==> config.mk <==
export PLATFORM = sky130hd
export DESIGN_NAME = hqm_cfg_master_core
export DESIGN_NICKNAME = d
export VERILOG_FILES = /design/src/hqm_cfg_pkg.sv /design/src/hqm_apb_cfg_bridge.sv /design/src/hqm_cfg_master_core.sv /design/src/hqm_cfg_ring_node.sv /design/src/hqm_cfg_rsp_collect.sv
export SDC_FILE = /design/constraint.sdc
export NUM_CORES = 1
export LEC_CHECK = 0
export ABC_AREA = 1
export BUFFER_PORTS_ARGS = -buffer_cell sky130_fd_sc_hd__buf_2
export CAP_MARGIN = 10
export CORE_ASPECT_RATIO = 1.1
export CORE_UTILIZATION = 35
export DETAILED_ROUTE_END_ITERATION = 10
export GPL_TIMING_DRIVEN = 0
export PLACE_DENSITY = 0.46
export SYNTH_ARGS = -nofsm -noshare
export SYNTH_HDL_FRONTEND = slang
export SYNTH_SLANG_ARGS = --single-unit
==> constraint.sdc <==
create_clock -name prim_gated_clk -period 5.6 [get_ports prim_gated_clk]
set_clock_uncertainty 0.2 [all_clocks]
set_input_delay 1.12 -clock prim_gated_clk [delete_from_list [all_inputs] [get_ports prim_gated_clk]]
set_output_delay 1.12 -clock prim_gated_clk [all_outputs]
set_load 0.02 [all_outputs]
==> src/hqm_cfg_pkg.sv <==
// Configuration ring definitions
package hqm_cfg_pkg;

    // --------------------
    // APB widths
    // --------------------
    localparam int CFG_ADDR_W = 32;
    localparam int CFG_DATA_W = 32;

    // --------------------
    // Address decode fields
    // --------------------
    localparam int UNIT_ID_LSB = 28;                 // Unit select in paddr[31:28]
    localparam int UNIT_ID_W   = 4;                  // Up to 16 units
    localparam int REG_IDX_LSB = 2;                  // Word index in paddr[3:2]
    localparam int REG_IDX_W   = 2;

    localparam logic [REG_IDX_W-1:0] STATUS_REG_IDX = 2'd3;  // Read-only status register

    // Ring opcode
    typedef enum logic [1:0] {
        CFG_NOP   = 2'd0,
        CFG_READ  = 2'd1,
        CFG_WRITE = 2'd2
    } cfg_op_e;

    // APB bridge FSM
    typedef enum logic {
        BR_IDLE = 1'b0,
        BR_BUSY = 1'b1
    } br_state_e;

    // One slot on the configuration ring
    typedef struct packed {
        cfg_op_e                op;
        logic [UNIT_ID_W-1:0]   unit;
        logic [REG_IDX_W-1:0]   idx;
        logic [CFG_DATA_W-1:0]  data;                // Write data down, read data once claimed
        logic                   ack;                 // Set by claiming node
        logic                   err;                 // Illegal access
    } cfg_ring_t;

    // Per-unit status from the processing units
    typedef struct packed {
        logic reset_done;
        logic idle;
    } unit_status_t;

endpackage

==> src/hqm_apb_cfg_bridge.sv <==
// APB configuration bridge
`timescale 1ns/100ps

module hqm_apb_cfg_bridge #(
    parameter int NUM_UNITS = 4
) (
      input  logic                                  prim_gated_clk
    , input  logic                                  rst_n

    // APB request side
    , input  logic                                  psel
    , input  logic                                  penable
    , input  logic                                  pwrite
    , input  logic [hqm_cfg_pkg::CFG_ADDR_W-1:0]    paddr
    , input  logic [hqm_cfg_pkg::CFG_DATA_W-1:0]    pwdata

    // From collector
    , input  logic                                  rsp_done

    // Ring head
    , output hqm_cfg_pkg::cfg_ring_t                ring_head
    , output logic                                  cfg_busy
);
    import hqm_cfg_pkg::*;

    br_state_e              state_q;
    br_state_e              state_nxt;
    cfg_ring_t              slot_nxt;
    logic                   setup_phase;
    logic [UNIT_ID_W-1:0]   unit_sel;
    logic [REG_IDX_W-1:0]   idx_sel;

    // --------------------
    // Address decode
    // --------------------
    assign setup_phase  = psel & ~penable;                  // First cycle of a transfer
    assign unit_sel     = paddr[UNIT_ID_LSB +: UNIT_ID_W];
    assign idx_sel      = paddr[REG_IDX_LSB +: REG_IDX_W];

    // --------------------
    // Request FSM
    // --------------------
    always_comb begin
        state_nxt = state_q;
        slot_nxt  = '0;                                     // NOP unless issuing
        unique case (state_q)
            BR_IDLE: begin
                if (setup_phase) begin
                    state_nxt     = BR_BUSY;
                    slot_nxt.op   = pwrite ? CFG_WRITE : CFG_READ;
                    slot_nxt.unit = unit_sel;
                    slot_nxt.idx  = idx_sel;
                    slot_nxt.data = pwrite ? pwdata : '0;
                end
            end
            BR_BUSY: begin
                if (rsp_done) begin
                    state_nxt = BR_IDLE;                    // Ring free again
                end
            end
            default: begin
                state_nxt = BR_IDLE;
            end
        endcase
    end

    always_ff @(posedge prim_gated_clk or negedge rst_n) begin
        if (!rst_n) begin
            state_q   <= BR_IDLE;
            ring_head <= '0;
        end else begin
            state_q   <= state_nxt;
            ring_head <= slot_nxt;                          // Single-cycle strobe
        end
    end

    // A new setup phase is ignored while busy
    assign cfg_busy = (state_q == BR_BUSY);

endmodule

==> src/hqm_cfg_master_core.sv <==
// Configuration master core
`timescale 1ns/100ps

module hqm_cfg_master_core #(
    parameter int NUM_UNITS = 4
) (
      input  logic                                          prim_gated_clk
    , input  logic                                          rst_n

    // APB slave
    , input  logic                                          psel
    , input  logic                                          penable
    , input  logic                                          pwrite
    , input  logic [hqm_cfg_pkg::CFG_ADDR_W-1:0]            paddr
    , input  logic [hqm_cfg_pkg::CFG_DATA_W-1:0]            pwdata
    , output logic                                          pready
    , output logic                                          pslverr
    , output logic [hqm_cfg_pkg::CFG_DATA_W-1:0]            prdata
    , output logic                                          prdata_par

    // Unit status
    , input  hqm_cfg_pkg::unit_status_t [NUM_UNITS-1:0]     unit_status
    , output logic                                          proc_reset_done
    , output logic                                          proc_idle
);
    import hqm_cfg_pkg::*;

    cfg_ring_t [NUM_UNITS:0]    ring_seg;                   // Entry 0 is head, last is tail
    logic                       rsp_done;
    logic                       cfg_busy;

    hqm_apb_cfg_bridge #(
        .NUM_UNITS ( NUM_UNITS )
    ) hqm_apb_cfg_bridge_inst (
          .prim_gated_clk   ( prim_gated_clk )
        , .rst_n            ( rst_n )
        , .psel             ( psel )
        , .penable          ( penable )
        , .pwrite           ( pwrite )
        , .paddr            ( paddr )
        , .pwdata           ( pwdata )
        , .rsp_done         ( rsp_done )
        , .ring_head        ( ring_seg[0] )
        , .cfg_busy         ( cfg_busy )
    );

    // --------------------
    // Register nodes
    // --------------------
    for (genvar k = 0; k < NUM_UNITS; k++) begin : g_node
        hqm_cfg_ring_node #(
            .UNIT_IDX ( k )
        ) hqm_cfg_ring_node_inst (
              .prim_gated_clk   ( prim_gated_clk )
            , .rst_n            ( rst_n )
            , .ring_in          ( ring_seg[k] )
            , .status           ( unit_status[k] )
            , .ring_out         ( ring_seg[k+1] )
        );
    end

    hqm_cfg_rsp_collect #(
        .NUM_UNITS ( NUM_UNITS )
    ) hqm_cfg_rsp_collect_inst (
          .prim_gated_clk   ( prim_gated_clk )
        , .rst_n            ( rst_n )
        , .ring_tail        ( ring_seg[NUM_UNITS] )
        , .unit_status      ( unit_status )
        , .cfg_busy         ( cfg_busy )
        , .pready           ( pready )
        , .pslverr          ( pslverr )
        , .prdata_par       ( prdata_par )
        , .prdata           ( prdata )
        , .rsp_done         ( rsp_done )
        , .proc_reset_done  ( proc_reset_done )
        , .proc_idle        ( proc_idle )
    );

endmodule

==> src/hqm_cfg_ring_node.sv <==
// Unit register node on the configuration ring
`timescale 1ns/100ps

module hqm_cfg_ring_node #(
    parameter int UNIT_IDX = 0
) (
      input  logic                                  prim_gated_clk
    , input  logic                                  rst_n

    , input  hqm_cfg_pkg::cfg_ring_t                ring_in
    , input  hqm_cfg_pkg::unit_status_t             status
    , output hqm_cfg_pkg::cfg_ring_t                ring_out
);
    import hqm_cfg_pkg::*;

    localparam int NUM_CTL_REGS = int'(STATUS_REG_IDX);    // Indices below status are R/W

    logic [CFG_DATA_W-1:0]  ctl_q [NUM_CTL_REGS];
    cfg_ring_t              slot_nxt;
    logic                   claim;
    logic                   is_status;
    logic                   ctl_wr;

    // --------------------
    // Slot decode
    // --------------------
    assign claim     = (ring_in.op != CFG_NOP) &&
                       (ring_in.unit == UNIT_ID_W'(UNIT_IDX)) &&
                       !ring_in.ack;                        // First matching node only
    assign is_status = (ring_in.idx == STATUS_REG_IDX);
    assign ctl_wr    = claim && (ring_in.op == CFG_WRITE) && !is_status;

    always_comb begin
        slot_nxt = ring_in;                                 // Pass through by default
        if (claim) begin
            slot_nxt.ack = 1'b1;
            if (ring_in.op == CFG_READ) begin
                if (is_status) begin
                    slot_nxt.data = '0;
                    slot_nxt.data[1] = status.reset_done;
                    slot_nxt.data[0] = status.idle;
                end else begin
                    slot_nxt.data = ctl_q[ring_in.idx];
                end
            end else if (is_status) begin
                // Status is read-only, reject the write
                slot_nxt.err  = 1'b1;
                slot_nxt.data = '0;
            end
        end
    end

    // --------------------
    // Control registers
    // --------------------
    always_ff @(posedge prim_gated_clk or negedge rst_n) begin
        if (!rst_n) begin
            for (int i = 0; i < NUM_CTL_REGS; i++) begin
                ctl_q[i] <= '0;
            end
        end else if (ctl_wr) begin
            ctl_q[ring_in.idx] <= ring_in.data;
        end
    end

    // One cycle per hop
    always_ff @(posedge prim_gated_clk or negedge rst_n) begin
        if (!rst_n) begin
            ring_out <= '0;                                 // CFG_NOP
        end else begin
            ring_out <= slot_nxt;
        end
    end

endmodule

==> src/hqm_cfg_rsp_collect.sv <==
// Ring response collector
`timescale 1ns/100ps

module hqm_cfg_rsp_collect #(
    parameter int NUM_UNITS = 4
) (
      input  logic                                          prim_gated_clk
    , input  logic                                          rst_n

    , input  hqm_cfg_pkg::cfg_ring_t                        ring_tail
    , input  hqm_cfg_pkg::unit_status_t [NUM_UNITS-1:0]     unit_status
    , input  logic                                          cfg_busy

    // APB response
    , output logic                                          pready
    , output logic                                          pslverr
    , output logic                                          prdata_par
    , output logic [hqm_cfg_pkg::CFG_DATA_W-1:0]            prdata

    , output logic                                          rsp_done
    , output logic                                          proc_reset_done
    , output logic                                          proc_idle
);
    import hqm_cfg_pkg::*;

    logic                   slot_vld;
    logic                   slot_err;
    logic [CFG_DATA_W-1:0]  rdata_nxt;
    logic                   all_done;
    logic                   all_idle;

    // --------------------
    // Response path
    // --------------------
    assign slot_vld  = (ring_tail.op != CFG_NOP);
    assign slot_err  = ring_tail.err | ~ring_tail.ack;      // Unclaimed means no such unit
    assign rdata_nxt = (slot_vld && !slot_err) ? ring_tail.data : '0;

    always_ff @(posedge prim_gated_clk or negedge rst_n) begin
        if (!rst_n) begin
            pready     <= 1'b0;
            pslverr    <= 1'b0;
            prdata     <= '0;
            prdata_par <= 1'b0;
        end else begin
            pready     <= slot_vld;                         // One-cycle strobe
            pslverr    <= slot_vld & slot_err;
            prdata     <= rdata_nxt;
            prdata_par <= ^rdata_nxt;
        end
    end

    assign rsp_done = pready;                               // Releases the bridge

    // --------------------
    // Status aggregates
    // --------------------
    always_comb begin
        all_done = 1'b1;
        all_idle = 1'b1;
        for (int k = 0; k < NUM_UNITS; k++) begin
            all_done &= unit_status[k].reset_done;
            all_idle &= unit_status[k].idle;
        end
    end

    always_ff @(posedge prim_gated_clk or negedge rst_n) begin
        if (!rst_n) begin
            proc_reset_done <= 1'b0;
            proc_idle       <= 1'b0;
        end else begin
            proc_reset_done <= all_done;
            proc_idle       <= all_idle & ~cfg_busy;        // Not idle with a transfer open
        end
    end

endmodule

==> impl_metrics.env <==
export IMPL_ys_warn_count=0
export IMPL_grt_start_max_net_pins=123
export IMPL_slowest_delay_ns=0.44
export IMPL_synthCells=2846
export IMPL_ys_flop_type="dfrtp_1"
export IMPL_fp_dieH_um=285
export IMPL_clk_latency_ns=0.60
export IMPL_initial_core_util_pct=35.4
export IMPL_yosys_register_bits=624
export IMPL_drt_iter0_markers=1474
export IMPL_cts_root_buf="clkbuf_16"
export IMPL_die_w_um=259
export IMPL_cts_resized_gates=0
export IMPL_drc=0
export IMPL_cp_top_family="flip-flops"
export IMPL_switchingPower_w=0.00192
export IMPL_fin_nets=3087
export IMPL_clkPwrFrac_pct=49.6
export IMPL_pin_count=114
export IMPL_totalWireLength_um=64200
export IMPL_fmax_mhz=393
export IMPL_dp_cells=3883
export IMPL_syn_area_um2=25500
export IMPL_avgSynthCellArea_um2=8.95
export IMPL_seqPwrFrac_pct=49.0
export IMPL_dp_hpwl_um=47300
export IMPL_gp_congestion=0.835
export IMPL_setup_tns_ns=0
export IMPL_antenna_left=0
export IMPL_yosysSeqAreaShare_pct=61.3
export IMPL_critPathBufInv=1
export IMPL_cap_violations=0
export IMPL_synth_most_common_cell="nand2_1"
export IMPL_critPathCaptureType="output port"
export IMPL_arrival_ns=1.23
export IMPL_critical_path_cell_chain="buf_2"
export IMPL_cp_start_kind="register"
export IMPL_numCtsBuffers=70
export IMPL_synthArstFlopShare_pct=100
export IMPL_rows=103
export IMPL_power_density_nw_per_um2=311
export IMPL_antenna_found_initial=0
export IMPL_relSlewSlack_pct=48.8
export IMPL_synth_cell_types=36
export IMPL_port_buffers=87
export IMPL_worstMarginPinSlew_ns=0.769
export IMPL_slowest_stage="dfrtp_1"
export IMPL_holdPathStages=0
export IMPL_worstPathRequired_ns=4.28
export IMPL_crit_type="register to output port"
export IMPL_gr_total_overflow=0
export IMPL_switching_share_pct=20.8
export IMPL_yosysTopAreaCell="dfrtp_1"
export IMPL_post_route_period_util_pct=45.5
export IMPL_viasPerCell=4.75
export IMPL_cts_sinks=624
export IMPL_grt_pass1_vias=19240
export IMPL_groute_usage_overall_pct=17.7
export IMPL_synth_area_top_cells="dfrtp_1 61%, nand2_1 13%, o21ai_0 7.6%"
export IMPL_wire_per_inst_um=16.0
export IMPL_internal_power_w=0.00728
export IMPL_final_max_slew_violation_count=0
export IMPL_clk_pin_slew_ns=0.06
export IMPL_fin_cells=4006
export IMPL_hold_viol=0
export IMPL_postCtsSetupBuffers=0
export IMPL_synth_nets=2923
export IMPL_crit_fanout=3
export IMPL_fp_coreArea_um2=71900
export IMPL_path_depth=1
export IMPL_period_needed_ns=2.55
export IMPL_synth_edf_count=0
export IMPL_vias=19048
export IMPL_first_pass_iters=5
export IMPL_drive_gt1_share_pct=8.66
export IMPL_synth_top_area_share_pct=61.3
export IMPL_rsz0062_at_grt="no"
export IMPL_grt_pass1_wl_um=104000
export IMPL_dieArea_um2=73900
export IMPL_setup_violations=0
export IMPL_hold_path_class="register to register"
export IMPL_postCtsHoldBufs=0
export IMPL_cts_buffer_depth=3
export IMPL_combPwrFrac_pct=1.4
export IMPL_htreeDepth=3
export IMPL_peakVddDrop_v=0.000191
export IMPL_area_growth_pct=15.9
export IMPL_status="complete, no violations"
export IMPL_p_leak_nw=13.6
export IMPL_reg2reg_depth=7
export IMPL_yosys_top_cells_count="912 x nand2_1, 624 x dfrtp_1, 388 x o21ai_0"
export IMPL_cts_tree="done"
logic make-up after synthesis:
kind of cell	Yosys count	share of synthesized area, %
flops	624	61.3
compound gates	620	13.0
xor+xnor	2	0.0688
buf+inv	411	6.31
simple gates	1189	19.3
sequential cells by signal (all words and copies together), names as in the netlist:
name,flops
g_node.hqm_cfg_ring_node_inst.ctl_q,384
g_node.hqm_cfg_ring_node_inst.ring_out,162
hqm_apb_cfg_bridge_inst.cfg_busy,1
hqm_apb_cfg_bridge_inst.ring_head,40
hqm_cfg_rsp_collect_inst.prdata,32
hqm_cfg_rsp_collect_inst.prdata_par,1
hqm_cfg_rsp_collect_inst.pready,1
hqm_cfg_rsp_collect_inst.proc_idle,1
hqm_cfg_rsp_collect_inst.proc_reset_done,1
hqm_cfg_rsp_collect_inst.pslverr,1
cell usage in the layout, fill, tap and decap left out, types with 3 or more instances in the layout:
| master | n |
|---|---|
| dfrtp_1 | 624 |
| nand4_1 | 88 |
| bufinv_16 | 4 |
| nand3_2 | 16 |
| clkbuf_1 | 151 |
| buf_1 | 8 |
| inv_6 | 4 |
| nand3_1 | 29 |
| a31oi_1 | 30 |
| nand2_2 | 12 |
| buf_6 | 4 |
| o21bai_1 | 3 |
| nor2_2 | 5 |
| clkinv_2 | 8 |
| nor2_1 | 120 |
| o22ai_1 | 6 |
| clkbuf_16 | 73 |
| a21oi_1 | 129 |
| buf_2 | 93 |
| o21ai_1 | 16 |
| inv_1 | 245 |
| clkbuf_8 | 13 |
| inv_2 | 8 |
| buf_4 | 4 |
| o21ai_0 | 388 |
| buf_16 | 5 |
| a22oi_1 | 36 |
| nand2_1 | 912 |
| a221oi_1 | 4 |
| nor2_4 | 3 |
area by class of cell:
| type | count | area (um2) |
|---|---|---|
| fill | 7257 | 42400 |
| multi-input combinational | 1811 | 8260 |
| clock buffer | 105 | 2080 |
| buffer | 156 | 651 |
| timing repair buffer | 92 | 583 |
| antenna | 1 | 2.50 |
| clock inverter | 17 | 204 |
| tap | 945 | 1180 |
| sequential | 624 | 15600 |
| inverter | 255 | 957 |
metal layers:
layer  part of all wire [%]  GRT usage (%)  vias up
li1                       -              -     9518
met1                     42           21.4     9004
met2                     50           31.3      419
met3                    4.0           2.46      107
met4                    3.6           7.88        0
met5                      0              0        -
stage by stage:
stage	utilization, %	power, W	cell area (um2)	hold WS (ns)	worst slack, ns
after floorplan	-	0.00460	25500	0.154	3.61
after global placement	37.7	0.00471	27100	0.163	-9.61
after detailed placement	37.9	0.00473	27200	0.161	2.55
after CTS	41.1	0.00935	29500	0.171	3.01
after global routing	41.1	0.00956	29500	0.190	2.98
final	41.1	0.00920	29500	0.167	3.05
path summary, 6_finish.rpt:
check	start	end	slack, ns
max	hqm_cfg_rsp_collect_inst.pready$_DFF_PN0_	pready	3.05
min in group asynchronous	rst_n	hqm_cfg_rsp_collect_inst.pslverr$_DFF_PN0_	0.35
min	g_node[0].hqm_cfg_ring_node_inst.ring_out[38]$_DFF_PN0_	g_node[1].hqm_cfg_ring_node_inst.ring_out[38]$_DFF_PN0_	0.17
min reg2reg	g_node[0].hqm_cfg_ring_node_inst.ring_out[38]$_DFF_PN0_	g_node[1].hqm_cfg_ring_node_inst.ring_out[38]$_DFF_PN0_	0.17
max in group asynchronous	rst_n	g_node[0].hqm_cfg_ring_node_inst.ctl_q[88]$_DFFE_PN0P_	3.27
max reg2reg	hqm_apb_cfg_bridge_inst.ring_head[35]$_DFF_PN0_	g_node[0].hqm_cfg_ring_node_inst.ctl_q[94]$_DFFE_PN0P_	3.14
power groups by stage:
stage                     sequential (W)  clock, W  combinational [W]
after floorplan                  0.00459         0         0.00000592
after global placement           0.00459         0           0.000117
after detailed placement         0.00459         0           0.000134
after CTS                        0.00451   0.00471           0.000134
after global routing             0.00451   0.00490           0.000148
final                            0.00451   0.00456           0.000125
No activity file was read; power rests on OpenSTA's default activity.
